**src/source/dcache_pkg.sv**
```systemverilog
`default_nettype none

package dcache_pkg;

    ////////////////////////////////////////
    // cache geometry
    ////////////////////////////////////////
    localparam int addr_width  = 32;
    localparam int way_bits    = 2;
    localparam int ways        = 1 << way_bits;
    localparam int index_bits  = 7;
    localparam int sets        = 1 << index_bits;
    localparam int offset_bits = 2;
    localparam int tag_bits    = addr_width - index_bits - offset_bits;

    typedef logic [addr_width-1:0]  addr_t;
    typedef logic [31:0]            word_t;
    typedef logic [way_bits-1:0]    way_t;
    typedef logic [index_bits-1:0]  index_t;
    typedef logic [offset_bits-1:0] offset_t;
    typedef logic [tag_bits-1:0]    tag_t;

    // byte address split into its fields
    typedef struct packed {
        tag_t    tag;
        index_t  index;
        offset_t offset;
    } addr_fields_t;

    typedef enum logic [1:0] {
        size_byte = 2'd0,
        size_half = 2'd1,
        size_word = 2'd2
    } access_size_e;

    typedef struct packed {
        logic         wr;
        access_size_e size;
        addr_t        addr;
        word_t        wdata;
    } cpu_req_t;

    // always a full word on the memory side
    typedef struct packed {
        logic  wr;
        addr_t addr;
        word_t wdata;
    } mem_req_t;

    typedef enum logic [1:0] {
        st_idle      = 2'd0,
        st_refill    = 2'd1,
        st_writeback = 2'd2
    } miss_state_e;

    typedef struct packed {
        logic  hit;
        way_t  way;
        word_t rdata;
        logic  victim_valid;
        logic  victim_dirty;
        tag_t  victim_tag;
        word_t victim_data;
    } lookup_t;

endpackage

`default_nettype wire

```
**src/source/dcache_lru.sv**
```systemverilog
`timescale 1ns/1ps
`default_nettype none

module dcache_lru
    import dcache_pkg::*;
(
    input  wire logic   clk,
    input  wire logic   rst,
    input  wire index_t index,
    input  wire logic   touch,
    input  wire way_t   touch_way,
    output way_t        victim
);

    // bit 0 root, bit 1 leaf of ways 0/1, bit 2 leaf of ways 2/3
    logic [2:0] tree_q [sets];
    logic [2:0] cur_tree;

    assign cur_tree = tree_q[index];

    // root picks the pair, leaf picks the way in it
    assign victim = cur_tree[0] ? {1'b1, cur_tree[2]} : {1'b0, cur_tree[1]};

    always_ff @(posedge clk or posedge rst)
    begin
        if (rst)
        begin
            for (int s = 0; s < sets; s++)
                tree_q[s] <= 3'b000;
        end
        else if (touch)
        begin
            tree_q[index][0] <= ~touch_way[1];     // point at the other pair
            if (touch_way[1])
                tree_q[index][2] <= ~touch_way[0];
            else
                tree_q[index][1] <= ~touch_way[0];
        end
    end

endmodule

`default_nettype wire

```
**config.mk**
```make
export PLATFORM = sky130hd
export DESIGN_NAME = dcache_lru
export DESIGN_NICKNAME = d
export VERILOG_FILES = /design/src/source/dcache_pkg.sv /design/src/source/dcache_lru.sv
export SDC_FILE = /design/constraint.sdc
export NUM_CORES = 1
export LEC_CHECK = 0
export CORE_MARGIN = 1
export CORE_UTILIZATION = 50
export CTS_BUF_LIST = sky130_fd_sc_hd__clkbuf_4 sky130_fd_sc_hd__clkbuf_8 sky130_fd_sc_hd__clkbuf_16
export CTS_CLUSTER_DIAMETER = 150
export DETAILED_ROUTE_END_ITERATION = 7
export DONT_BUFFER_PORTS = 1
export SYNTH_ARGS = -nofsm -noshare
export SYNTH_HDL_FRONTEND = slang
export SYNTH_SLANG_ARGS = --single-unit
```
**constraint.sdc**
```tcl
create_clock -name clk -period 17.3 [get_ports clk]
set_input_delay 3.46 -clock clk [delete_from_list [all_inputs] [get_ports clk]]
set_output_delay 3.46 -clock clk [all_outputs]
set_load 0.05 [all_outputs]
```
### Yosys cells after proc, flatten, opt, wreduce, memory -nomap -nowiden

Index checks and enable logic that the tools add are counted.

| storage, ports and cells | value |
|---|---|
| register bits after elaboration | 384 |
| output and inout bits | 2 |

| operators by class | value |
|---|---|
| magnitude comparators | 2 |
| muxes and demuxes | 14 |
| bitwise logic cells | 3 |
| reduce and logical (&&, ||, !) cells | 1 |

Operators by type and width:

| kind | count |
|---|---|
| 384-bit bitwise mux | 3 |
| 384-bit 2-to-1 mux | 1 |
| 3-bit demux with 7-bit select | 3 |
| 3-bit binary-select mux with 7-bit select | 1 |
| 3-bit 2-to-1 mux | 3 |
| 8-bit greater-or-equal comparator (second input constant) | 1 |
| 8-bit by 1-bit < comparator with 1-bit output (second input constant) | 1 |
| 7-bit inverter with 8-bit output | 1 |
| 2-bit 2-to-1 mux | 2 |
| 1-bit inverter | 2 |
| 1-bit logical AND | 1 |
| 1-bit 2-to-1 mux | 1 |

### Longest topological paths before layout

Gate-level depths: netlist of run 1.

| depth | value |
|---|---|
| depth after elaboration | 8 |
| mapped depth | 11 |
| depth with buffers taken out | 7 |

### Worst setup path after synthesis of run 1

Ideal clock, no wire load.

| path | value |
|---|---|
| kind | input-to-output |
| start | in index[0] |
| end | out victim[0] |
| arrival | 5.692 ns |
| path slack | 8.148 ns |
| stages on the path | 9 |
| path buffers | 3 |
| cell sequence | buf_6 > buf_12 > buf_12 > mux2i_1 > a221oi_1 > a211oi_1 > o21a_1 > nor4_4 > mux2_2 |

| between the ends | value |
|---|---|
| cells in the longest elaborated chain, start to end | 5 |

RTL lines:

| what | RTL line | text |
|---|---|---|
| from (decl) | dcache_lru.sv:9 | `input wire index_t index,` |
| 7-bit inverter with 8-bit output (not written as such) | dcache_lru.sv:19 | `assign cur_tree = tree_q[index];` |
| 3-bit binary-select mux with 7-bit select | dcache_lru.sv:19 |  |
| 3-bit 2-to-1 mux (not written as such) (2 in a row) | dcache_lru.sv:19 |  |
| 2-bit 2-to-1 mux | dcache_lru.sv:22 | `assign victim = cur_tree[0] ? {1'b1, cur_tree[2]} : {1'b0, cur_tree[1]};` |
| to (decl) | dcache_lru.sv:12 | `output way_t victim` |

Every way passes these cells. The select of a mux whose other input is x is not followed.

### Worst setup path after layout of run 1

| path | value |
|---|---|
| start | in index[3] |
| end | out victim[0] |

The elaborated chain is that of the path after synthesis.

==> results.cfg, run 1 <==
[run_status]
outcome = finished clean

[worst_setup_path]
r2r_end = tree_q[9]$_DFFE_PP0P_
startpoint = index[3]
crit_type = in2out
reg2reg_depth = 2
cp.required_ns = 13.84
endpoint_kind = output port
ff2ff_setup_slack_ns = 16.51
crit_arrival_ns = 6.24
crit_fanout = 12
start_kind = input port
regToRegStartpoint = tree_q[9]$_DFFE_PP0P_

[floorplan]
die_w_um = 195.0
fp.dieArea_um2 = 38040
initial_core_util_pct = 50.89
rows = 70
chipHeight_um = 195.0
core_um2 = 36610
pin_count = 14

[synth]
ys_types = 46
synthTopCellsByArea = dfrtp_1 (52%), o21ai_0 (7.4%), o31ai_1 (7.1%), mux4_2 (6.6%), a21oi_1 (5.1%)
synth_warnings = 0
syn_area_um2 = 18630
synthCells = 1748
synth-seq-cells = 384
yosys.area.top_type = dfrtp_1
ys_seq_area_share_pct = 51.57
postSynthAreaPerCell_um2 = 10.66
syn_nets = 1760
synth.top_cell.area_share_pct = 51.57

[layout]
final_cell_mix = dfrtp_1 (384), o21ai_0 (274), a21oi_1 (191)
final.fill_count = 3178
regMostFlops = tree_q
reg_top3 = tree_q: 384 flops
largest_reg_flops = 384
drive_above_1_share_pct = 11.85
final_common_cell = dfrtp_1
area_growth_syn_to_layout_pct = 8.159
n_antenna_cell = 0
nets = 1634

[grt]
grt_pass1_wl_um = 85230
grt_pass1_vias = 13578
grt_max_degree = 223
grt-ovfl-total = 0
grt_usage_pct = 29.54
antenna_found_initial = 1

[clocking]
cts_setup_buffers = 0
tritoncts = built
h-tree-depth = 2
cts_buffers = 43
clockBufferDepth = 3
cts_hold_buf = 0
cts.sink_count = 384
clk_latency_ns = 0.56
path_clk_slew_ns = 0.06
cts_resized = 0
cts_root_buf = clkbuf_16

[timing]
setup_viol = 0
fin_hold_ws_ns = 0.4830
fin_crit_sh_pct = 56.08
fmax_mhz = 103.1
worst_pin_slew_ns = 1.278
skew_ns = 0
slew_headroom_pct = 14.71
tns_ns = 0
drv_slew = 0
grt_setup_unrepaired = no
timing.final.crit_period_ns = 9.703
hold_viol_final = 0

[placed_design]
dp_hpwl_um = 31790
portBuffers = 0
place_congestion = 0.8446

[drt]
vias_per_cell = 6.747
first_pass_iters = 5
post-route-drc-count = 0
final_antenna_net_count = 0
routed_wl_um = 54560
post_drt_wl_per_cell_um = 25.71
vias = 14317
dr.first_iter.drc_count = 1661

[pwr]
leakage_uw = 0.008488
ir_drop_v = 0.00006511
p_per_area_nw_per_um2 = 108.8

[hold_path]
hold_depth = 2
hp-start = tree_q[122]$_DFFE_PP0P_
hp-class = reg2reg
min_to = tree_q[122]$_DFFE_PP0P_

[run]
cap_viol_max_count = 0
[critical path, cell delays in order]
cell and delay (ns):
nor2b_1 0.85, nand3_1 0.15, nand3_1 0.14, a211oi_1 0.05, o21a_1 0.15, nor4_4 0.88, mux2_2 0.55
[area by class of cell]
type | instances | area (um^2) | area share [%]
sequential | 384 | 9609 | 47.68
multi-input combinational | 1149 | 8075 | 40.07
clock buffer | 59 | 1281 | 6.358
tap | 468 | 585.6 | 2.906
timing repair buffer | 41 | 307.8 | 1.527
clock inverter | 18 | 274.0 | 1.360
inverter | 3 | 18.77 | 0.09313
[routing by layer]
layer	routed length (um)	track usage, %	vias to the layer above
li1	-	-	6449
met1	24020	42.90	7130
met2	23980	43.29	605
met3	4532	6.960	131
met4	2026	10.76	2
met5	13	0	-
[worst max-delay path by stage]
| stage | endpoint | slack (ns) |
|---|---|---|
| floorplan | tree_q[0]$_DFFE_PP0P_ | 3.17 |
| global placement | victim[0] | 7.72 |
| detailed placement | victim[0] | 7.69 |
| CTS | victim[0] | 7.69 |
| global route | victim[0] | 7.54 |
| finish | victim[0] | 7.60 |
[synth_stat cells, drive strengths merged]
master  count
dfrtp     384
a211o       1
a211oi      3
o22ai       3
nor2       45
a31oi     126
clkbuf    162
nand3      24
o41ai      12
o31ai     177
a221oi      8
and2b       1
nand2b      9
clkinv      1
inv         2
nor3       10
o211ai      2
a311oi      3
o21a        3
nand4       2
and3        2
o21ai     274
a21oi     191
nand2      57
a22oi      34
mux2        2
mux4       63
nor4        4
o221ai      1
buf        50
or2         3
mux2i      77
nor2b       9
and2        3
[per-stage QoR]
stage | utilization, % | power [uW] | setup slack, ns | instances | instance area, um^2
3_5_place_dp | 50.80 | 1206 | 7.689 | 2045 | 18600
2_1_floorplan | - | 1175 | 3.169 | 1748 | 18630
4_1_cts | 55.04 | 2207 | 7.688 | 2122 | 20150
3_3_place_gp | 50.80 | 1200 | 7.722 | 2045 | 18600
6_report | 55.04 | 2193 | 7.597 | 2122 | 20150
5_1_grt | 55.04 | 2272 | 7.539 | 2122 | 20150
[kinds of logic after synthesis]
kind of cell / count (synthesis) / share of synthesized area, %
simple gates: 169 / 4.231
compound gates: 838 / 26.85
flops: 384 / 51.57
mux: 142 / 12.03
buf+inv: 215 / 5.312
[where the power goes]
part           total (uW)  internal, uW  switching [uW]
registers             996           963            33.4
logic                 197          78.6             118
clock network        1000           622             377
Power figures use the tool's default switching activity.
==> run 2: changes to the inputs <==
--- a/config.mk
+++ b/config.mk
@@ -11,6 +11,7 @@
 export CTS_CLUSTER_DIAMETER = 150
 export DETAILED_ROUTE_END_ITERATION = 7
 export DONT_BUFFER_PORTS = 1
+export PLACE_DENSITY = 0.68
 export SYNTH_ARGS = -nofsm -noshare
 export SYNTH_HDL_FRONTEND = slang
 export SYNTH_SLANG_ARGS = --single-unit
==> constraint.sdc (replaced) <==
create_clock -name clk -period 8.5 [get_ports clk]
set_input_delay 1.7 -clock clk [delete_from_list [all_inputs] [get_ports clk]]
set_output_delay 1.7 -clock clk [all_outputs]
set_load 0.05 [all_outputs]
==> results.cfg, run 2 (synthesis gave the netlist of run 1 again) <==
[run_status]
outcome = finished clean

[timing]
fin_crit_sh_pct = 71.90
fmax_mhz = 163.6
hold_viol_final = 0
worst_pin_slew_ns = 1.236
setup_viol = 0
timing.final.crit_period_ns = 6.111
slew_headroom_pct = 17.38
skew_ns = 0
grt_setup_unrepaired = no
drv_slew = 0
tns_ns = 0

[layout]
fin_util_pct = 54.53
n_antenna_cell = 0
regMostFlops = tree_q
final.fill_count = 3139
multi_input_area_um2 = 8075
final_cell_mix = dfrtp_1 (384), o21ai_0 (274), a21oi_1 (191)
nets = 1628
drive_above_1_share_pct = 11.42
final_common_cell = dfrtp_1
area_growth_syn_to_layout_pct = 7.152
largest_reg_flops = 384
seq_area_um2 = 9609
reg_top3 = tree_q: 384 flops

[worst_setup_path]
regToRegStartpoint = tree_q[350]$_DFFE_PP0P_
ff2ff_setup_slack_ns = 7.71
endpoint = victim[0]
startpoint = index[3]
crit_arrival_ns = 4.41
crit_type = in2out
crit_fanout = 12
start_kind = input port
r2r_end = tree_q[350]$_DFFE_PP0P_
cp.required_ns = 6.80
endpoint_kind = output port
reg2reg_depth = 2

[clocking]
cts_hold_buf = 0
cts.sink_count = 384
clk_latency_ns = 0.54
cts_resized = 0
path_clk_slew_ns = 0.06
clockBufferDepth = 3
cts_setup_buffers = 0
tritoncts = built
cts_root_buf = clkbuf_16
h-tree-depth = 2
cts_buffers = 41

[drt]
post-route-drc-count = 0
first_pass_iters = 7
dr.first_iter.drc_count = 1684
vias_per_cell = 6.784
vias = 14342
final_antenna_net_count = 0
routed_wl_um = 52490
post_drt_wl_per_cell_um = 24.83

[hold_path]
hp-start = tree_q[97]$_DFFE_PP0P_
hp-class = reg2reg

[floorplan]
fp.dieArea_um2 = 38040
chipHeight_um = 195.0
core_um2 = 36610
die_w_um = 195.0
rows = 70
initial_core_util_pct = 50.89
pin_count = 14

[pwr]
swShare_pct = 24.46
p_switching_uw = 1037
ir_drop_v = 0.0001867
pwr-share-clk_pct = 42.7
seqPwrFrac_pct = 47.9
p_per_area_nw_per_um2 = 212.3
leakage_uw = 0.008392
combPwrFrac_pct = 9.5
p_int_uw = 3202

[run]
cap_viol_max_count = 0

[grt]
grt_pass1_wl_um = 82210
antenna_found_initial = 0
grt_pass1_vias = 13592
grt_max_degree = 223
grt_usage_pct = 28.04
grt-ovfl-total = 0

[placed_design]
place_congestion = 0.8956
dp_hpwl_um = 30530
portBuffers = 0
==> run 2: changes by cell type in the layout (fill, tap and decap cells not counted), sizes merged <==
cell / before / now
clkbuf: 59 / 69
bufinv: 7 / 0
clkinv: 10 / 4
buf: 41 / 37
inv: 3 / 2
==> run 2: power by group through the flow <==
stage | Clock (uW) | Combinational, uW | Sequential, uW
finish | 1810 | 401 | 2030
global route | 1900 | 444 | 2040
CTS | 1830 | 397 | 2030
detailed placement | 0 | 396 | 2060
global placement | 0 | 386 | 2050
floorplan | 0 | 355 | 2040
==> run 2: worst min-delay path by stage <==
stage | to | slack (ns) | cells after the start
detailed placement | tree_q[97]$_DFFE_PP0P_ | 0.47 | 2
floorplan | tree_q[97]$_DFFE_PP0P_ | 0.44 | 2
finish | tree_q[97]$_DFFE_PP0P_ | 0.48 | 2
global route | tree_q[97]$_DFFE_PP0P_ | 0.51 | 2
CTS | tree_q[97]$_DFFE_PP0P_ | 0.48 | 2
global placement | tree_q[122]$_DFFE_PP0P_ | 0.46 | 2
==> run 2: per-stage QoR <==
stage               instance area, um^2  power [uW]  hold WS [ns]  worst slack [ns]  instances
floorplan                         18640        2392        0.4434             1.638       1748
global placement                  18590        2437        0.4598             2.491       2041
detailed placement                18590        2453        0.4700             2.465       2041
CTS                               19960        4257        0.4834             2.461       2114
global route                      19960        4388        0.5117             2.310       2114
finish                            19960        4239        0.4781             2.389       2114
==> run 2: worst max-delay path, stage by stage <==
cell and delay (ns):
nor2b_1 0.80, nand3_1 0.17, nand3_1 0.14, a211oi_1 0.05, o21a_1 0.15, nor4_4 0.83
mux2_2 0.55
==> run 2: layer usage <==
layer / track usage, % / routed length [um] / vias to the layer above / share of wire [%]
li1: - / - / 6443 / -
met1: 41.14 / 22390 / 7065 / 43
met2: 40.67 / 23030 / 711 / 44
met3: 6.321 / 5304 / 123 / 10
met4: 10.59 / 1758 / 0 / 3.3
met5: 0 / 0 / - / 0
==> run 2: layout make-up <==
type	count	area share [%]
flip-flops and latches	384	48.13
well taps	468	2.933
multi-input cells	1149	40.45
clock inverters	4	0.1191
repair buffers	37	1.517
clock buffers	69	6.775
inverters	3	0.07521
