### src/source/dcache_pkg.sv
`default_nettype none

package dcache_pkg;

    ////////////////////////////////////////
    // cache geometry
    ////////////////////////////////////////
    localparam int addr_width  = 32;
    localparam int way_bits    = 2;
    localparam int ways        = 1 << way_bits;
    localparam int index_bits  = 7;
    localparam int sets        = 1 << index_bits;
    localparam int offset_bits = 2;
    localparam int tag_bits    = addr_width - index_bits - offset_bits;

    typedef logic [addr_width-1:0]  addr_t;
    typedef logic [31:0]            word_t;
    typedef logic [way_bits-1:0]    way_t;
    typedef logic [index_bits-1:0]  index_t;
    typedef logic [offset_bits-1:0] offset_t;
    typedef logic [tag_bits-1:0]    tag_t;

    // byte address split into its fields
    typedef struct packed {
        tag_t    tag;
        index_t  index;
        offset_t offset;
    } addr_fields_t;

    typedef enum logic [1:0] {
        size_byte = 2'd0,
        size_half = 2'd1,
        size_word = 2'd2
    } access_size_e;

    typedef struct packed {
        logic         wr;
        access_size_e size;
        addr_t        addr;
        word_t        wdata;
    } cpu_req_t;

    // always a full word on the memory side
    typedef struct packed {
        logic  wr;
        addr_t addr;
        word_t wdata;
    } mem_req_t;

    typedef enum logic [1:0] {
        st_idle      = 2'd0,
        st_refill    = 2'd1,
        st_writeback = 2'd2
    } miss_state_e;

    typedef struct packed {
        logic  hit;
        way_t  way;
        word_t rdata;
        logic  victim_valid;
        logic  victim_dirty;
        tag_t  victim_tag;
        word_t victim_data;
    } lookup_t;

endpackage

`default_nettype wire

### src/source/dcache_miss_ctrl.sv
`timescale 1ns/1ps
`default_nettype none

module dcache_miss_ctrl
    import dcache_pkg::*;
(
    input  wire logic     clk,
    input  wire logic     rst,

    // processor side
    input  wire logic     cpu_req,
    input  wire cpu_req_t cpu_in,
    output word_t         cpu_rdata,
    output logic          cpu_addr_ok,
    output logic          cpu_data_ok,

    // store and lru
    input  wire lookup_t  lookup,
    input  wire way_t     lru_victim,
    output logic          touch,
    output way_t          touch_way,
    output logic          wr_en,
    output index_t        wr_index,
    output way_t          wr_way,
    output tag_t          wr_tag,
    output word_t         wr_data,
    output logic          wr_dirty,

    // memory side
    output logic          mem_req,
    output mem_req_t      mem_out,
    input  wire word_t    mem_rdata,
    input  wire logic     mem_addr_ok,
    input  wire logic     mem_data_ok
);

    miss_state_e  state_q;
    miss_state_e  state_d;
    addr_fields_t req_addr;
    logic [3:0]   byte_mask;
    word_t        hit_merge;
    word_t        fill_data;
    logic         hit_ok;
    logic         refill_done;
    logic         victim_dirty;
    logic         mem_sent_q;    // address accepted, waiting for data_ok
    word_t        wb_data_q;
    addr_t        wb_addr_q;

    function automatic word_t merge_lanes(word_t old_word, word_t new_word, logic [3:0] mask);
        word_t result;
        result = old_word;
        for (int b = 0; b < 4; b++)
        begin
            if (mask[b])
                result[b*8 +: 8] = new_word[b*8 +: 8];
        end
        return result;
    endfunction

    assign req_addr = addr_fields_t'(cpu_in.addr);

    always_comb
    begin
        case (cpu_in.size)
            size_byte: byte_mask = 4'b0001 << req_addr.offset;
            size_half: byte_mask = 4'b0011 << req_addr.offset;
            default:   byte_mask = 4'b1111;
        endcase
    end

    assign hit_merge = merge_lanes(lookup.rdata, cpu_in.wdata, byte_mask);
    assign fill_data = cpu_in.wr ? merge_lanes(mem_rdata, cpu_in.wdata, byte_mask) : mem_rdata;

    assign hit_ok       = cpu_req && lookup.hit && (state_q != st_refill);
    assign refill_done  = (state_q == st_refill) && mem_data_ok;
    assign victim_dirty = lookup.victim_valid && lookup.victim_dirty;

    ////////////////////////////////////////
    // miss FSM
    ////////////////////////////////////////
    always_comb
    begin
        state_d = state_q;
        case (state_q)
            st_idle:
                if (cpu_req && !lookup.hit)
                    state_d = st_refill;
            st_refill:
                if (mem_data_ok)
                    state_d = victim_dirty ? st_writeback : st_idle;
            st_writeback:
                if (mem_data_ok)
                    state_d = (cpu_req && !lookup.hit) ? st_refill : st_idle;
            default:
                state_d = st_idle;
        endcase
    end

    always_ff @(posedge clk or posedge rst)
    begin
        if (rst)
        begin
            state_q    <= st_idle;
            mem_sent_q <= 1'b0;
        end
        else
        begin
            state_q <= state_d;
            if (mem_data_ok)
                mem_sent_q <= 1'b0;
            else if (mem_req && mem_addr_ok)
                mem_sent_q <= 1'b1;
        end
    end

    // dirty victim leaves the arrays when the refill lands
    always_ff @(posedge clk)
    begin
        if (refill_done && victim_dirty)
        begin
            wb_data_q <= lookup.victim_data;
            wb_addr_q <= {lookup.victim_tag, req_addr.index, {offset_bits{1'b0}}};
        end
    end

    ////////////////////////////////////////
    // store write port and lru touch
    ////////////////////////////////////////
    always_comb
    begin
        wr_en    = 1'b0;
        wr_way   = lookup.way;
        wr_data  = hit_merge;
        wr_dirty = 1'b1;
        if (refill_done)
        begin
            wr_en    = 1'b1;
            wr_way   = lru_victim;
            wr_data  = fill_data;
            wr_dirty = cpu_in.wr;    // read fills stay clean
        end
        else if (hit_ok && cpu_in.wr)
            wr_en = 1'b1;
    end

    assign wr_index  = req_addr.index;
    assign wr_tag    = req_addr.tag;
    assign touch     = hit_ok || refill_done;
    assign touch_way = refill_done ? lru_victim : lookup.way;

    // processor response
    assign cpu_addr_ok = hit_ok || refill_done;
    assign cpu_data_ok = hit_ok || refill_done;
    assign cpu_rdata   = hit_ok ? lookup.rdata : mem_rdata;

    // memory request
    assign mem_req       = (state_q != st_idle) && !mem_sent_q;
    assign mem_out.wr    = (state_q == st_writeback);
    assign mem_out.addr  = mem_out.wr ? wb_addr_q
                                      : {cpu_in.addr[addr_width-1:offset_bits], {offset_bits{1'b0}}};
    assign mem_out.wdata = wb_data_q;

endmodule

`default_nettype wire

### config.mk
export PLATFORM = sky130hd
export DESIGN_NAME = dcache_miss_ctrl
export DESIGN_NICKNAME = d
export VERILOG_FILES = /design/src/source/dcache_pkg.sv /design/src/source/dcache_miss_ctrl.sv
export SDC_FILE = /design/constraint.sdc
export NUM_CORES = 1
export LEC_CHECK = 0
export ABC_CLOCK_PERIOD_IN_PS = 3200
export BUFFER_PORTS_ARGS = -buffer_cell sky130_fd_sc_hd__buf_2
export CORE_AREA = 2 2 144 146
export CTS_CLUSTER_DIAMETER = 80
export DETAILED_ROUTE_END_ITERATION = 8
export DIE_AREA = 0 0 146 148
export MAX_ROUTING_LAYER = met4
export PLACE_DENSITY_LB_ADDON = 0.3
export SYNTH_ARGS = -nofsm -noshare
export SYNTH_HDL_FRONTEND = slang
export SYNTH_SLANG_ARGS = --single-unit
export TNS_END_PERCENT = 1
### constraint.sdc
create_clock -name clk -period 3.2 [get_ports clk]
set_input_delay 0.16 -clock clk [delete_from_list [all_inputs] [get_ports clk]]
set_output_delay 0.16 -clock clk [all_outputs]
set_load 0.005 [all_outputs]
; ---- Word-level counts from Yosys, hierarchy flattened
; Cells that the tools add are included.
[totals]
memories = 0
latch_bits = 0
mem_bits_ro = 0
input_bits = 198
elab_cells = 55
out_inout_bits = 169
mem_bits_rw = 0
reg_bits = 65
[op_classes]
n_bitwise = 0
shifts = 2
eq_ne = 7
order_cmp = 0
mux = 25
n_div = 0
n_reduce_logical = 17
add_sub_neg = 0
mul = 0
[ops]
columns = cell, n
row1 = 2-to-1 mux 32 bit, 4
row2 = 2-to-1 mux 8 bit, 8
row3 = 2-to-1 mux 2 bit, 5
row4 = logical AND 1 bit, 9
row5 = one-hot mux 4 bit (2 select lines), 1
row6 = 2-to-1 mux 1 bit, 6
row7 = one-hot mux 2 bit (3 select lines), 1
row8 = == test 2 x 1 -> 1 bit (second input constant), 2
row9 = logical NOT 2 bit, 2
row10 = != test 2 x 1 -> 1 bit (second input constant), 2
row11 = != test 2 bit (second input constant), 2
row12 = nonzero test 2 bit, 2
row13 = << shifter 1 x 2 -> 4 bit (first input constant), 1
row14 = << shifter 2 x 2 -> 4 bit (first input constant), 1
row15 = AND reduction 3 bit, 1
row16 = == test 2 bit (second input constant), 1
row17 = logical NOT 1 bit, 2
row18 = logical OR 1 bit, 1

; ---- Logic depth before layout (Yosys ltp)
[logic_depth]
depth_word = 5
ltp_mapped = 7
ltp_nobuf = 4

; ---- Least setup slack after synthesis
; Ideal clock, no wire load.
[synth_path]
path_kind = reg2reg
start = reg state_q[1]
end = reg wb_addr_q[10] (enable)
required_ns = 2.772
stages_incl_launch_ff = 5
setup_ns = 0.428
n_path_buf = 2
period_less_slack_ns = 2.815
t_arrival_ns = 2.387
path_slack_ns = 0.385
path_cell_list = dfrtp_1 > and3b_1 > buf_6 > buf_6 > and3_1
[synth_between]
elab_chain_cells = 3
[synth_lines]
columns = item, line
row1 = from (decl), dcache_miss_ctrl.sv:37  ; miss_state_e state_q;
row2 = from (signal assigned), dcache_miss_ctrl.sv:104  ; state_q <= st_idle;
row3 = from (signal assigned), dcache_miss_ctrl.sv:109  ; state_q <= state_d;
row4 = == test 2 x 1 -> 1 bit, dcache_miss_ctrl.sv:76  ; assign refill_done = (state_q == st_refill) && mem_data_ok;
row5 = logical AND 1 bit, dcache_miss_ctrl.sv:76
row6 = logical AND 1 bit, dcache_miss_ctrl.sv:120  ; if (refill_done && victim_dirty)
row7 = to (signal assigned), dcache_miss_ctrl.sv:123  ; wb_addr_q <= {lookup.victim_tag, req_addr.index, {offset_bits{1'b0}}};
row8 = to (decl), dcache_miss_ctrl.sv:48  ; addr_t wb_addr_q;
; Every way passes these cells.
; A chain may end at the register's enable or synchronous reset.

; ---- Worst setup path after layout
[layout_path]
start = reg state_q[0]
end = out wr_data[11]
[layout_between]
elab_chain_cells = 3
[layout_lines]
columns = item, line
row1 = == test 2 x 1 -> 1 bit, dcache_miss_ctrl.sv:76
row2 = logical AND 1 bit, dcache_miss_ctrl.sv:76
row3 = 2-to-1 mux 32 bit, dcache_miss_ctrl.sv:136  ; if (refill_done)
row4 = to (decl), dcache_miss_ctrl.sv:26  ; output word_t wr_data,
; Every way passes these cells.

==> report_table.html <==
<table>
<tr><th>Metric</th><th>Value</th></tr>
<tr><th colspan="2">Global routing</th></tr>
<tr><td>Antenna violations before repair</td><td>0</td></tr>
<tr><td>Number of global-route vias before repair</td><td>4,224</td></tr>
<tr><td>Largest net degree at the start of global routing</td><td>34</td></tr>
<tr><td>First-pass GRT wire length</td><td>22.3 mm</td></tr>
<tr><td>Gr usage total</td><td>13.5%</td></tr>
<tr><td>Gr ovfl total</td><td>0</td></tr>
<tr><th colspan="2">CTS</th></tr>
<tr><td>Maximum level of the CTS H-tree</td><td>3</td></tr>
<tr><td>PostCTS Resize Cnt</td><td>0</td></tr>
<tr><td>Number of buffers between clock root and the deepest sink</td><td>2</td></tr>
<tr><td>Count of buffers added by post-CTS timing repair for setup</td><td>0</td></tr>
<tr><td>Clock transition at the registers of the reported paths</td><td>0.06 ns</td></tr>
<tr><td>Clock tree from TritonCTS</td><td>yes</td></tr>
<tr><td>Worst-Skew Late Latency</td><td>between 0.3 and 0.4 ns</td></tr>
<tr><td>Sinks on the clock net</td><td>65</td></tr>
<tr><td>Number of clock buffers inserted by TritonCTS</td><td>9</td></tr>
<tr><td>Hold-fix buffers at CTS</td><td>50</td></tr>
<tr><td>Clock root buffer master</td><td>clkbuf_16</td></tr>
<tr><th colspan="2">Floorplanning</th></tr>
<tr><td>Area of the die</td><td>21,600 µm²</td></tr>
<tr><td>Die H</td><td>between 100 and 150 µm</td></tr>
<tr><td>Horizontal extent of the die</td><td>~150 µm</td></tr>
<tr><td>Starting utilization of the core area</td><td>about a fifth</td></tr>
<tr><td>Standard cell core area</td><td>approximately 20,000 µm²</td></tr>
<tr><td>Std cell rows</td><td>52</td></tr>
<tr><td>Number of primary I/O pins</td><td>about 370</td></tr>
<tr><th colspan="2">Critical path</th></tr>
<tr><td>Worst flop-to-flop path startpoint</td><td>state_q[0]</td></tr>
<tr><td>Category of the worst setup path capture point</td><td>output port</td></tr>
<tr><td>Max Fanout on Critical Path</td><td>8</td></tr>
<tr><td>Setup CP Type</td><td>reg -&gt; out</td></tr>
<tr><td>Crit path arrival time</td><td>2.34 ns</td></tr>
<tr><td>Critical path startpoint category</td><td>flip-flop</td></tr>
<tr><td>Register-to-register path setup slack</td><td>roughly 1.1 ns</td></tr>
<tr><td>CP Data Required Time</td><td>just over 3 ns</td></tr>
<tr><td>R2r endpoint</td><td>wb_addr_q[21]</td></tr>
<tr><td>Worst reg2reg path depth</td><td>3</td></tr>
<tr><th colspan="2">Worst hold path</th></tr>
<tr><td>Hold EP</td><td>wb_data_q[30]</td></tr>
<tr><td>Worst Hold Depth</td><td>1</td></tr>
<tr><td>Hold Crit Class</td><td>in -&gt; reg</td></tr>
<tr><td>Startpoint of the most critical hold path</td><td>lookup[30]</td></tr>
<tr><th colspan="2">Timing</th></tr>
<tr><td>Worst Clk Skew</td><td>about 0.0095 ns</td></tr>
<tr><td>Ratio of final minimum period to clock period</td><td>between 70% and 80%</td></tr>
<tr><td># setup viols final</td><td>0</td></tr>
<tr><td>Final period demand of the worst path</td><td>2.50 ns</td></tr>
<tr><td>Setup repair after global routing missed its margin</td><td>false</td></tr>
<tr><td>Worst-Margin Slew</td><td>about 0.94 ns</td></tr>
<tr><td>Achievable Freq</td><td>401 MHz</td></tr>
<tr><td>Fin Setup TNS</td><td>0 ns</td></tr>
<tr><td>Final-report hold violation count</td><td>0</td></tr>
<tr><td>Slew Viols, Final</td><td>0</td></tr>
<tr><td>Max-slew headroom</td><td>roughly 37%</td></tr>
<tr><th colspan="2">Cells and area</th></tr>
<tr><td>Count of filler cells inserted in the layout</td><td>approximately 2,100</td></tr>
<tr><td>Post-route standard cell area excluding fillers</td><td>~6500 µm²</td></tr>
<tr><td>Ant diodes</td><td>0</td></tr>
<tr><td>Most used cells in the layout excluding fill and tap cells</td><td>buf_2 (364), edfxtp_1 (62), inv_1 (54)</td></tr>
<tr><td>Most frequent standard cell in the layout excluding fill and tap cells</td><td>buf_2</td></tr>
<tr><td>End-of-flow core utilization</td><td>around 32%</td></tr>
<tr><td>Fraction of final layout cells with drive strength greater than 1</td><td>approximately three fifths</td></tr>
<tr><td>Total number of nets in the final design</td><td>slightly above 900</td></tr>
<tr><td>Area delta synth-&gt;final</td><td>70.9%</td></tr>
<tr><th colspan="2">Power and ir drop</th></tr>
<tr><td>Reported leakage power</td><td>between 3 and 4 nW</td></tr>
<tr><td>Power per cell area</td><td>slightly below 400 nW/µm²</td></tr>
<tr><td>Worst-case vdd ir drop</td><td>between 0.3 and 0.4 mV</td></tr>
<tr><th colspan="2">Yosys</th></tr>
<tr><td>Post-Syn Instances</td><td>around 350</td></tr>
<tr><td>Async SR Flop Fraction</td><td>4.62%</td></tr>
<tr><td>Number of synthesized flops with an enable pin</td><td>62</td></tr>
<tr><td>Cell Area, Synth</td><td>roughly 3800 µm²</td></tr>
<tr><td>Post-synthesis average cell area</td><td>approximately 11 µm²</td></tr>
<tr><td>Most common flop cell mapped by yosys</td><td>edfxtp_1</td></tr>
<tr><td>Count of cell types in the netlist</td><td>30</td></tr>
<tr><td>Warnings from Yosys</td><td>0</td></tr>
<tr><td>Sequential-to-total area share from yosys stat</td><td>51.1%</td></tr>
<tr><td>Synthesis-stage register bit count</td><td>65</td></tr>
<tr><th colspan="2">Placed design</th></tr>
<tr><td># port buffers</td><td>364</td></tr>
<tr><td>HPWL after detailed placement</td><td>about 12 mm</td></tr>
<tr><td>Routability congestion estimate from global placement</td><td>0.799</td></tr>
<tr><td>DP Area</td><td>between 5000 and 6000 µm²</td></tr>
<tr><th colspan="2">Routing</th></tr>
<tr><td>Vias per Instance</td><td>a little over 4</td></tr>
<tr><td>Antenna-violating nets left</td><td>0</td></tr>
<tr><td>Total via count after detailed routing</td><td>just over 4,000</td></tr>
<tr><td>Number of DRC violations after detailed routing</td><td>0</td></tr>
<tr><td>Initial DRT Pass Iterations</td><td>6</td></tr>
<tr><td>Number of design-rule violations left by the first detailed-router iteration</td><td>161</td></tr>
<tr><td>Post-Route WL</td><td>14.8 mm</td></tr>
<tr><td>Wire per inst</td><td>around 15 µm</td></tr>
<tr><th colspan="2">Run</th></tr>
<tr><td>Reported max-cap violation count</td><td>0</td></tr>
<tr><th colspan="2">Run status</th></tr>
<tr><td>Result of the run</td><td>completed</td></tr>
</table>
state kept, by name, indices dropped and copies added, names as in the netlist:
register / flops
wb_data_q: 32
wb_addr_q: 30
state_q: 2
mem_sent_q: 1
report_power, final:
part           switching (mW)  leakage (nW)  total [mW]  internal, mW
logic                   0.276          2.41       0.605         0.329
clock network           0.391         0.146        1.00         0.610
registers             0.00931         0.600       0.961         0.952
total                   0.676          3.16        2.57          1.89
synthesized netlist by cell type, types with 5 or more instances:
master	number	area, µm²
inv_1	54	203
o22ai_1	8	50.1
o21ai_0	19	95.1
o221a_2	8	90.1
a222oi_1	16	160
edfxtp_1	62	1860
or3_1	8	50.1
buf_2	5	25.0
mux2_2	46	518
nand2_1	29	109
nor2_1	22	82.6
buf_4	37	278
a21oi_1	6	30.0
area by class of cell:
class	instances	area, µm²	share of cell area, %
Timing Repair Buffer	418	2380	36.7
Clock buffer	9	225	3.47
Sequential cell	65	1940	29.9
Inverter	54	203	3.13
Multi-Input combinational cell	179	1330	20.5
Clock inverter	7	77.6	1.20
Tap cell	270	338	5.21
layer usage:
| layer | GRT usage [%] | share of wire [%] | up-vias |
|---|---|---|---|
| met3 | 3.36 | 9.2 | 13 |
| met4 | 3.98 | 1.3 | 0 |
| met1 | 14.7 | 39 | 1882 |
| li1 | - | - | 1962 |
| met2 | 24.2 | 51 | 255 |
| met5 | - | 0 | - |
kinds of logic after synthesis:
logic type	share of synthesized area, %
buffers and inverters	14.6
AND/OR/NAND/NOR	8.18
flip-flops	51.1
AO/OA/AOI/OAI	12.4
multiplexers	13.7
other	0.0988
worst max-delay path by stage:
stage / from / end / slack [ns] / depth (start not counted)
final: state_q[0] / wr_data[11] / 0.70 / 4
after global routing: state_q[0] / wr_data[11] / 0.49 / 4
after CTS: state_q[0] / wr_data[11] / 0.70 / 4
after detailed placement: state_q[0] / wr_data[11] / 1.07 / 4
after global placement: state_q[0] / wr_data[11] / 1.11 / 4
after floorplan: state_q[1] / wb_addr_q[10] / 0.39 / 4
through the flow:
step	hold slack (ns)	std cells	setup WS, ns	total power [mW]
after floorplan	-0.0864	347	0.385	1.25
after global routing	0.00195	1002	0.490	2.68
final	0.0129	1002	0.704	2.57
after detailed placement	0.0347	936	1.07	1.54
after CTS	0.00150	1002	0.699	2.60
after global placement	0.0317	936	1.11	1.54
critical path, stage by stage, from the launching register on:
cell and delay (ns):
dfrtp_1 0.54, nand3b_1 0.30, a21oi_1 0.70, a222oi_1 0.26, buf_2 0.20
No activity file was read; power rests on OpenSTA's default activity.
